$ cat config.mk
export PLATFORM = sky130hd
export DESIGN_NAME = dma_engine
export DESIGN_NICKNAME = d
export VERILOG_FILES = /design/src/rtl/dma_pkg.sv /design/src/rtl/dma_launch_ctrl.sv /design/src/rtl/dma_read_stream.sv /design/src/rtl/dma_write_stream.sv /design/src/rtl/dma_realign.sv /design/src/rtl/dma_engine.sv
export SDC_FILE = /design/constraint.sdc
export NUM_CORES = 1
export LEC_CHECK = 0
export BUFFER_PORTS_ARGS = -buffer_cell sky130_fd_sc_hd__buf_2
export CORE_ASPECT_RATIO = 1.2
export CORE_MARGIN = 5
export CORE_UTILIZATION = 30
export CTS_CLUSTER_SIZE = 10
export DETAILED_ROUTE_END_ITERATION = 8
export GPL_TIMING_DRIVEN = 0
export SYNTH_ARGS = -nofsm -noshare
export SYNTH_HDL_FRONTEND = slang
export SYNTH_HIERARCHICAL = 1
export SYNTH_SLANG_ARGS = --single-unit
$ cat constraint.sdc
create_clock -name clk -period 6.2 [get_ports clk]
set_input_delay 0.62 -clock clk [delete_from_list [all_inputs] [get_ports clk]]
set_output_delay 0.62 -clock clk [all_outputs]
set_load 0.02 [all_outputs]
$ cat src/rtl/dma_pkg.sv
package dma_pkg;

    // ----------------------------------------------------------------------
    // address and word geometry
    // ----------------------------------------------------------------------
    localparam int AddrWidth     = 32;
    localparam int LenWidth      = 16;
    localparam int WordBytes     = 8;
    localparam int WordAddrWidth = 29;
    localparam int OffsetWidth   = 3;

    typedef logic [7:0] byte_t;

    // memory word picked apart by byte or handled whole
    typedef union packed {
        byte_t [WordBytes-1:0]  bytes;
        logic [8*WordBytes-1:0] data;
    } word_t;

    typedef logic [WordBytes-1:0] strb_t;

    // ----------------------------------------------------------------------
    // transfer descriptor and memory port
    // ----------------------------------------------------------------------
    typedef struct packed {
        logic [AddrWidth-1:0] src;
        logic [AddrWidth-1:0] dst;
        logic [LenWidth-1:0]  num_bytes;
    } dma_desc_t;

    typedef struct packed {
        logic                     valid;
        logic [WordAddrWidth-1:0] addr;
    } mem_rd_req_t;

    // valid exactly one cycle after the request
    typedef struct packed {
        logic  valid;
        word_t data;
    } mem_rd_rsp_t;

    typedef struct packed {
        logic                     valid;
        logic [WordAddrWidth-1:0] addr;
        strb_t                    strb;
        word_t                    data;
    } mem_wr_req_t;

    // one destination word as seen by the write side
    typedef struct packed {
        logic [WordAddrWidth-1:0] addr;
        strb_t                    strb;
        logic                     last;
    } wr_beat_t;

endpackage

$ cat src/rtl/dma_launch_ctrl.sv
`timescale 1ns/1ns

module dma_launch_ctrl (
    input  logic               clk,
    input  logic               arst_n_i,
    input  logic               launch_req_i,
    input  dma_pkg::dma_desc_t launch_desc_i,
    output logic               launch_ack_o,
    output logic               idle_o,
    output logic               start_o,
    output dma_pkg::dma_desc_t desc_o,
    input  logic               rd_done_i,
    input  logic               wr_done_i
);
    import dma_pkg::*;

    typedef enum logic [1:0] {
        ST_IDLE,
        ST_ACK,
        ST_RUN
    } state_e;

    state_e    state_q;
    logic      ack_q;
    logic      idle_q;
    logic      start_q;
    logic      rd_seen_q;
    logic      wr_seen_q;
    dma_desc_t desc_q;
    logic      accept;
    logic      rd_all;
    logic      wr_all;

    // previous ack has to be down before the next request counts
    assign accept = (state_q == ST_IDLE) && launch_req_i && !ack_q && idle_q;
    assign rd_all = rd_seen_q || rd_done_i;
    assign wr_all = wr_seen_q || wr_done_i;

    always_ff @(posedge clk or negedge arst_n_i) begin
        if (!arst_n_i) begin
            state_q   <= ST_IDLE;
            ack_q     <= 1'b0;
            idle_q    <= 1'b1;
            start_q   <= 1'b0;
            rd_seen_q <= 1'b0;
            wr_seen_q <= 1'b0;
        end else begin
            start_q <= 1'b0;
            if (accept) begin
                ack_q <= 1'b1;
            end else if (!launch_req_i) begin
                ack_q <= 1'b0;
            end
            case (state_q)
                ST_IDLE: begin
                    idle_q <= 1'b1;
                    if (accept) begin
                        state_q <= ST_ACK;
                    end
                end
                ST_ACK: begin
                    idle_q    <= 1'b0;
                    rd_seen_q <= 1'b0;
                    wr_seen_q <= 1'b0;
                    // empty transfer has nothing to start
                    if (desc_q.num_bytes == '0) begin
                        state_q <= ST_IDLE;
                    end else begin
                        start_q <= 1'b1;
                        state_q <= ST_RUN;
                    end
                end
                ST_RUN: begin
                    rd_seen_q <= rd_all;
                    wr_seen_q <= wr_all;
                    if (rd_all && wr_all) begin
                        idle_q  <= 1'b1;
                        state_q <= ST_IDLE;
                    end
                end
                default: begin
                    state_q <= ST_IDLE;
                end
            endcase
        end
    end

    always_ff @(posedge clk) begin
        if (accept) begin
            desc_q <= launch_desc_i;
        end
    end

    assign launch_ack_o = ack_q;
    assign idle_o       = idle_q;
    assign start_o      = start_q;
    assign desc_o       = desc_q;

    // done pulses only come back while a transfer runs
    done_run_a: assert property (@(posedge clk) disable iff (!arst_n_i)
        (rd_done_i || wr_done_i) |-> (state_q == ST_RUN));

endmodule

$ cat src/rtl/dma_read_stream.sv
`timescale 1ns/1ns

module dma_read_stream (
    input  logic                 clk,
    input  logic                 arst_n_i,
    input  logic                 start_i,
    input  dma_pkg::dma_desc_t   desc_i,
    input  logic                 buf_space_i,
    output dma_pkg::mem_rd_req_t mem_rd_req_o,
    input  dma_pkg::mem_rd_rsp_t mem_rd_rsp_i,
    output dma_pkg::mem_rd_rsp_t rd_word_o,
    output logic                 rd_done_o
);
    import dma_pkg::*;

    logic [AddrWidth-1:0]     src_end;
    logic [WordAddrWidth-1:0] addr_q;
    logic [WordAddrWidth-1:0] last_q;
    logic                     active_q;
    logic [1:0]               inflight_q;
    logic                     issue;

    // byte address of the last source byte
    assign src_end = desc_i.src + AddrWidth'(desc_i.num_bytes) - AddrWidth'(1);

    assign issue              = active_q && buf_space_i;
    assign mem_rd_req_o.valid = issue;
    assign mem_rd_req_o.addr  = addr_q;
    assign rd_word_o          = mem_rd_rsp_i;

    // final reply comes with nothing left to issue and one read outstanding
    assign rd_done_o = mem_rd_rsp_i.valid && !active_q && (inflight_q == 2'd1);

    always_ff @(posedge clk or negedge arst_n_i) begin
        if (!arst_n_i) begin
            active_q   <= 1'b0;
            inflight_q <= '0;
        end else begin
            if (start_i) begin
                active_q <= 1'b1;
            end else if (issue && (addr_q == last_q)) begin
                active_q <= 1'b0;
            end
            inflight_q <= inflight_q + 2'(issue) - 2'(mem_rd_rsp_i.valid);
        end
    end

    always_ff @(posedge clk) begin
        if (start_i) begin
            addr_q <= desc_i.src[AddrWidth-1:OffsetWidth];
            last_q <= src_end[AddrWidth-1:OffsetWidth];
        end else if (issue) begin
            addr_q <= addr_q + 1'b1;
        end
    end

    // buffer space in dma_realign counts on a single reply in flight
    rd_inflight_a: assert property (@(posedge clk) disable iff (!arst_n_i)
        mem_rd_rsp_i.valid |-> (inflight_q == 2'd1));

endmodule

$ cat src/rtl/dma_write_stream.sv
`timescale 1ns/1ns

module dma_write_stream (
    input  logic               clk,
    input  logic               arst_n_i,
    input  logic               start_i,
    input  dma_pkg::dma_desc_t desc_i,
    output dma_pkg::wr_beat_t  beat_o,
    output logic               beat_valid_o,
    input  logic               beat_ready_i
);
    import dma_pkg::*;

    logic [AddrWidth-1:0]     dst_end;
    logic [WordAddrWidth-1:0] addr_q;
    logic [WordAddrWidth-1:0] last_q;
    logic [OffsetWidth-1:0]   lo_off_q;
    logic [OffsetWidth-1:0]   hi_off_q;
    logic                     first_q;
    logic                     active_q;
    logic                     is_last;
    logic                     fire;
    strb_t                    lo_mask;
    strb_t                    hi_mask;

    assign dst_end = desc_i.dst + AddrWidth'(desc_i.num_bytes) - AddrWidth'(1);
    assign is_last = (addr_q == last_q);
    assign fire    = active_q && beat_ready_i;

    // trim below the start offset on the first word and above the end on the last
    assign lo_mask = first_q ? ({WordBytes{1'b1}} << lo_off_q) : {WordBytes{1'b1}};
    assign hi_mask = is_last ? ({WordBytes{1'b1}} >> (OffsetWidth'(WordBytes - 1) - hi_off_q))
                             : {WordBytes{1'b1}};

    assign beat_o.addr  = addr_q;
    assign beat_o.strb  = lo_mask & hi_mask;
    assign beat_o.last  = is_last;
    assign beat_valid_o = active_q;

    always_ff @(posedge clk or negedge arst_n_i) begin
        if (!arst_n_i) begin
            active_q <= 1'b0;
            first_q  <= 1'b0;
        end else if (start_i) begin
            active_q <= 1'b1;
            first_q  <= 1'b1;
        end else if (fire) begin
            first_q <= 1'b0;
            if (is_last) begin
                active_q <= 1'b0;
            end
        end
    end

    always_ff @(posedge clk) begin
        if (start_i) begin
            addr_q   <= desc_i.dst[AddrWidth-1:OffsetWidth];
            last_q   <= dst_end[AddrWidth-1:OffsetWidth];
            lo_off_q <= desc_i.dst[OffsetWidth-1:0];
            hi_off_q <= dst_end[OffsetWidth-1:0];
        end else if (fire) begin
            addr_q <= addr_q + 1'b1;
        end
    end

endmodule

$ cat src/rtl/dma_realign.sv
`timescale 1ns/1ns

module dma_realign #(
    parameter int BUF_DEPTH = 4
) (
    input  logic                 clk,
    input  logic                 arst_n_i,
    input  logic                 start_i,
    input  dma_pkg::dma_desc_t   desc_i,
    input  dma_pkg::mem_rd_rsp_t rd_word_i,
    output logic                 buf_space_o,
    input  dma_pkg::wr_beat_t    beat_i,
    input  logic                 beat_valid_i,
    output logic                 beat_ready_o,
    output dma_pkg::mem_wr_req_t mem_wr_req_o,
    output logic                 wr_done_o
);
    import dma_pkg::*;

    localparam int PtrWidth = (BUF_DEPTH > 1) ? $clog2(BUF_DEPTH) : 1;
    localparam int CntWidth = $clog2(BUF_DEPTH + 1);

    word_t                    fifo_mem [BUF_DEPTH];
    logic [PtrWidth-1:0]      wr_ptr_q;
    logic [PtrWidth-1:0]      rd_ptr_q;
    logic [CntWidth-1:0]      count_q;
    logic                     push;
    logic                     pop;
    logic                     empty;

    word_t                    head;
    word_t                    prev_q;
    logic                     preload_q;
    logic [OffsetWidth:0]     shift_q;
    logic [OffsetWidth-1:0]   off_diff;
    byte_t [2*WordBytes-1:0]  win;
    word_t                    beat_data;
    strb_t                    head_mask;
    logic                     need_head;
    logic                     fire;

    logic                     wr_valid_q;
    logic                     wr_last_q;
    logic [WordAddrWidth-1:0] wr_addr_q;
    strb_t                    wr_strb_q;
    word_t                    wr_data_q;

    // ----------------------------------------------------------------------
    // window over the source bytes
    // ----------------------------------------------------------------------
    // prev_q holds the low word and the FIFO head the high word
    assign off_diff = desc_i.src[OffsetWidth-1:0] - desc_i.dst[OffsetWidth-1:0];
    assign empty    = (count_q == '0);
    assign head     = fifo_mem[rd_ptr_q];
    assign win      = {head.bytes, prev_q.bytes};

    always_comb begin
        for (int k = 0; k < WordBytes; k++) begin
            beat_data.bytes[k] = win[k + int'(shift_q)];
        end
    end

    // destination bytes that land in the head word
    assign head_mask = {WordBytes{1'b1}} << ((OffsetWidth + 1)'(WordBytes) - shift_q);
    assign need_head = |(beat_i.strb & head_mask);

    assign beat_ready_o = !preload_q && (!need_head || !empty);
    assign fire         = beat_valid_i && beat_ready_o;

    // fixed reply latency keeps at most one read on its way
    assign buf_space_o = (count_q <= CntWidth'(BUF_DEPTH - 2));

    assign push = rd_word_i.valid;
    assign pop  = (preload_q && !empty) || (fire && need_head);

    always_ff @(posedge clk or negedge arst_n_i) begin
        if (!arst_n_i) begin
            wr_ptr_q   <= '0;
            rd_ptr_q   <= '0;
            count_q    <= '0;
            preload_q  <= 1'b0;
            wr_valid_q <= 1'b0;
            wr_last_q  <= 1'b0;
        end else begin
            if (start_i) begin
                wr_ptr_q  <= '0;
                rd_ptr_q  <= '0;
                count_q   <= '0;
                // source ahead of destination in the word needs one word fetched early
                preload_q <= desc_i.src[OffsetWidth-1:0] > desc_i.dst[OffsetWidth-1:0];
            end else begin
                if (push) begin
                    wr_ptr_q <= (wr_ptr_q == PtrWidth'(BUF_DEPTH - 1)) ? '0 : wr_ptr_q + 1'b1;
                end
                if (pop) begin
                    rd_ptr_q <= (rd_ptr_q == PtrWidth'(BUF_DEPTH - 1)) ? '0 : rd_ptr_q + 1'b1;
                end
                count_q <= count_q + CntWidth'(push) - CntWidth'(pop);
                if (preload_q && !empty) begin
                    preload_q <= 1'b0;
                end
            end
            wr_valid_q <= fire;
            wr_last_q  <= fire && beat_i.last;
        end
    end

    always_ff @(posedge clk) begin
        if (push) begin
            fifo_mem[wr_ptr_q] <= rd_word_i.data;
        end
        if (pop) begin
            prev_q <= head;
        end
        // shift of 8 means the beat comes straight from the head word
        if (start_i) begin
            shift_q <= (off_diff == '0) ? (OffsetWidth + 1)'(WordBytes) : {1'b0, off_diff};
        end
        if (fire) begin
            wr_addr_q <= beat_i.addr;
            wr_strb_q <= beat_i.strb;
            wr_data_q <= beat_data;
        end
    end

    // ----------------------------------------------------------------------
    // memory write port
    // ----------------------------------------------------------------------
    assign mem_wr_req_o.valid = wr_valid_q;
    assign mem_wr_req_o.addr  = wr_addr_q;
    assign mem_wr_req_o.strb  = wr_strb_q;
    assign mem_wr_req_o.data  = wr_data_q;

    // high together with the final write
    assign wr_done_o = wr_last_q;

    wr_strb_a: assert property (@(posedge clk) disable iff (!arst_n_i)
        mem_wr_req_o.valid |-> (mem_wr_req_o.strb != '0));

    // relies on the read side holding off when buf_space_o is low
    fifo_ovf_a: assert property (@(posedge clk) disable iff (!arst_n_i)
        (push && !pop) |-> (count_q < CntWidth'(BUF_DEPTH)));

endmodule

$ cat src/rtl/dma_engine.sv
`timescale 1ns/1ns

module dma_engine #(
    parameter int BUF_DEPTH = 4
) (
    input  logic                 clk,
    input  logic                 arst_n_i,
    input  logic                 launch_req_i,
    input  dma_pkg::dma_desc_t   launch_desc_i,
    output logic                 launch_ack_o,
    output logic                 idle_o,
    output dma_pkg::mem_rd_req_t mem_rd_req_o,
    input  dma_pkg::mem_rd_rsp_t mem_rd_rsp_i,
    output dma_pkg::mem_wr_req_t mem_wr_req_o
);
    import dma_pkg::*;

    logic        start;
    dma_desc_t   desc;
    logic        rd_done;
    logic        wr_done;
    logic        buf_space;
    mem_rd_rsp_t rd_word;
    wr_beat_t    beat;
    logic        beat_valid;
    logic        beat_ready;

    dma_launch_ctrl u_launch_ctrl (
        .clk           (clk),
        .arst_n_i      (arst_n_i),
        .launch_req_i  (launch_req_i),
        .launch_desc_i (launch_desc_i),
        .launch_ack_o  (launch_ack_o),
        .idle_o        (idle_o),
        .start_o       (start),
        .desc_o        (desc),
        .rd_done_i     (rd_done),
        .wr_done_i     (wr_done)
    );

    dma_read_stream u_read_stream (
        .clk          (clk),
        .arst_n_i     (arst_n_i),
        .start_i      (start),
        .desc_i       (desc),
        .buf_space_i  (buf_space),
        .mem_rd_req_o (mem_rd_req_o),
        .mem_rd_rsp_i (mem_rd_rsp_i),
        .rd_word_o    (rd_word),
        .rd_done_o    (rd_done)
    );

    dma_write_stream u_write_stream (
        .clk          (clk),
        .arst_n_i     (arst_n_i),
        .start_i      (start),
        .desc_i       (desc),
        .beat_o       (beat),
        .beat_valid_o (beat_valid),
        .beat_ready_i (beat_ready)
    );

    dma_realign #(
        .BUF_DEPTH (BUF_DEPTH)
    ) u_realign (
        .clk          (clk),
        .arst_n_i     (arst_n_i),
        .start_i      (start),
        .desc_i       (desc),
        .rd_word_i    (rd_word),
        .buf_space_o  (buf_space),
        .beat_i       (beat),
        .beat_valid_i (beat_valid),
        .beat_ready_o (beat_ready),
        .mem_wr_req_o (mem_wr_req_o),
        .wr_done_o    (wr_done)
    );

endmodule

==> key figures <==
Status
  • Status: finished clean

Detailed routing
  • WL met3: 9850 um
  • Drt pass-1 iters: 6
  • Vias: 23000
  • Final wirelength: 110000 um
  • Uppermost layer routed: met5
  • Post-Route M1 WL: 42900 um
  • Routed wire length on met2: 52100 um
  • DRT antenna net count: 0
  • Initial DRC count: 2360
  • Vias/cell: 5.21
  • WL/cell: 24.8 um
  • Drt drc: 0

Clock network
  • H-tree levels: 3
  • Number of CTS-inserted buffers: 78
  • TritonCTS clock tree: yes
  • Post-CTS Setup Bufs: 0
  • Clock tree sinks: 649
  • Clk slew on worst S/H paths: 0.06 ns
  • Clock Latency Late Sink: 0.68 ns
  • CTS Root Cell: clkbuf_16
  • CTS Hold Buffers Added: 1
  • Longest Clk Path Bufs: 3
  • Quantity of gates resized following cts: 0

Flow run
  • Max-Cap Viols: 0

Logic synthesis
  • Synth Instances: 2582
  • Synth Warn #: 6
  • Syn_nets: 2850
  • Post-synth ARST share: 0.0339
  • Post-synth cell types: 90
  • Syn Std Cell Area: 34100 um^2
  • Sequential area share after synthesis: 0.569
  • EDFF count, synth: 627
  • Syn Area/Cell: 13.2 um^2
  • #FFs+latches synth: 649
  • Top FF cell, synth: edfxtp_1

Worst hold path
  • HP Class: input port to flip-flop
  • Critical hold path startpoint: launch_desc_i[55]
  • Hold Crit Depth: 1
  • Worst Hold Path EP: u_launch_ctrl/desc_o[55]$_DFFE_PP_

Worst setup path
  • Reg2reg start: u_write_stream/addr_q[13]$_DFFE_PP_
  • FF-to-FF End: u_realign/count_q[2]$_DFF_PN0_
  • Kind of critical path: flip-flop to flip-flop
  • CP arrival: 6.09 ns
  • R2r setup slk: 0.65 ns
  • Type of element capturing the critical path: flip-flop
  • Kind of start point of the critical path: flip-flop
  • Critical Path RT: 6.74 ns
  • FF-to-FF path depth: 19
  • Top fanout value on the critical path: 65

Placement
  • GPL Wtd Cong: 0.980
  • Port bufs: 217
  • Dpl hpwl: 83100 um

Floorplanning
  • Die W: 318 um
  • FP Rows: 135
  • I/O Pins: 282
  • Initial Utilization: 0.302
  • Die area: 120000 um^2
  • Core area: 113000 um^2
  • Die height: 379 um

Pwr
  • Pleak: 14.6 nW
  • Pwr/cell area: 607 nW/um^2
  • VDD IR max: 327 uV

STA
  • Final Skew: 0.0468 ns
  • Minimum clock period after layout: 5.55 ns
  • Setup-failing EPs final: 0
  • Fmax: 180 MHz
  • RSZ-0062 raised after global routing: false
  • Final Max Tran Viols: 0
  • Worst slew pin tran: 1.22 ns
  • Hold Vio Cnt, Final: 0
  • Rel. slew slack: 0.189
  • Post-Route Setup TNS: 0 ns
  • Fin crit share: 0.894

Global route
  • Initial antenna violation count: 15
  • Pin count of the biggest net entering global routing: 67
  • GRT Util Overall: 0.177
  • Vias in the first global route: 22600
  • Global-route wire length before repair: 157000 um
  • Total congestion overflow: 0

Cells and area
  • Most frequent cells in the layout: edfxtp_1, nand2_1, buf_2
  • Layout Utilization: 0.350
  • Area Growth Syn to Fin: 15.8%
  • Most common cell after layout, fill and taps aside: edfxtp_1
  • Share of cells above drive strength 1: 0.212
  • Net count, final: 3155
power breakdown:
part           internal [mW]  switching [mW]  total, mW
clock network           2.33            1.74       4.07
logic                   4.01            7.61       11.6
registers               7.19            1.08       8.27
how the worst max path moves through the flow:
stage,start,endpoint,slack (ns),cells past startpoint
floorplan,u_write_stream/addr_q[9]$_DFFE_PP_,u_realign/wr_addr_q[0]$_DFFE_PN_,0.45,12
global placement,u_write_stream/addr_q[10]$_DFFE_PP_,u_realign/wr_data_q[60]$_DFFE_PN_,-1.61,12
detailed placement,u_write_stream/addr_q[13]$_DFFE_PP_,u_realign/count_q[2]$_DFF_PN0_,0.52,19
CTS,u_write_stream/addr_q[13]$_DFFE_PP_,u_realign/count_q[2]$_DFF_PN0_,0.52,19
global route,u_write_stream/addr_q[10]$_DFFE_PP_,u_realign/count_q[2]$_DFF_PN0_,0.14,19
finish,u_write_stream/addr_q[13]$_DFFE_PP_,u_realign/count_q[2]$_DFF_PN0_,0.65,19
cell type report:
type | instances | area (um^2)
fillers | 11200 | 73400
clock buffers | 89 | 2010
clock inverters | 17 | 178
diodes | 5 | 12.5
plain buffers | 179 | 1020
well taps | 1507 | 1890
multi-input cells | 1556 | 12900
inverters | 198 | 748
repair buffers | 225 | 1280
flip-flops and latches | 649 | 19400
flip-flops by register name, indices dropped and copies added, names as in the netlist, 2 cells and up:
| name | flops |
|---|---|
| u_launch_ctrl/state_q | 2 |
| u_realign/shift_q | 4 |
| u_launch_ctrl/desc_o | 80 |
| u_write_stream/last_q | 29 |
| u_realign/wr_strb_q | 8 |
| u_realign/prev_q | 64 |
| u_read_stream/addr_q | 29 |
| u_realign/wr_data_q | 64 |
| u_realign/count_q | 3 |
| u_read_stream/last_q | 29 |
| u_realign/wr_ptr_q | 2 |
| u_realign/wr_addr_q | 29 |
| u_write_stream/lo_off_q | 3 |
| u_write_stream/hi_off_q | 3 |
| u_realign/fifo_mem | 256 |
| u_read_stream/inflight_q | 2 |
| u_write_stream/addr_q | 29 |
| u_realign/rd_ptr_q | 2 |
Yosys cell counts, types with 22 or more instances:
master	count	area share
nand4_1	33	0.0061
buf_4	74	0.016
a21o_1	29	0.0064
a21oi_1	86	0.013
mux2i_1	53	0.016
nand2_1	287	0.032
o21ai_0	82	0.012
inv_1	196	0.022
xnor2_1	102	0.026
xor2_1	75	0.019
ha_1	117	0.043
mux4_2	127	0.084
nor3_1	22	0.0032
clkbuf_1	60	0.0066
nor2_1	89	0.0098
buf_2	27	0.0040
and3_1	25	0.0046
nand3_1	57	0.0084
a22oi_1	59	0.013
o211ai_1	38	0.0084
edfxtp_1	627	0.55
kinds of logic after synthesis:
family | Yosys count | share of synthesized area
buffers and inverters | 377 | 0.0519
muxes | 197 | 0.109
xor gates and xnor gates | 177 | 0.0455
DFF | 649 | 0.569
AOI/OAI and AO/OA | 464 | 0.0974
and+or+nand+nor | 598 | 0.0825
adders and majority gates | 120 | 0.0447
per-layer routing:
layer	up-vias	GRT usage
li1	10300	-
met1	11400	0.216
met2	1078	0.293
met3	222	0.0545
met4	10	0.0709
met5	-	0
through the flow:
| step | power [mW] | cell area, um^2 | hold WS, ns | setup WS, ns | std cells |
|---|---|---|---|---|---|
| finish | 24.0 | 39500 | 0.115 | 0.655 | 4425 |
| global route | 25.1 | 39500 | 0.0848 | 0.139 | 4420 |
| CTS | 24.0 | 39500 | 0.0665 | 0.519 | 4420 |
| detailed placement | 19.8 | 37200 | 0.458 | 0.517 | 4313 |
| global placement | 19.8 | 37000 | 0.443 | -1.61 | 4306 |
| floorplan | 15.4 | 34100 | 0.324 | 0.446 | 2582 |
critical path: stages (launching register included):
cell	delay (ns)
edfxtp_1	0.52
xor2_1	0.23
nor4_1	0.42
nand4_1	0.22
nor4_4	0.57
nand2b_2	0.14
a21oi_1	0.15
a21oi_1	0.07
or4_1	0.51
a2111oi_0	0.30
o21bai_1	0.16
a22oi_1	0.45
inv_4	0.43
ha_1	0.43
inv_1	0.06
ha_1	0.12
inv_1	0.05
fa_1	0.38
xnor2_1	0.15
nor2_1	0.05
No activity file was read; power rests on OpenSTA's default activity.
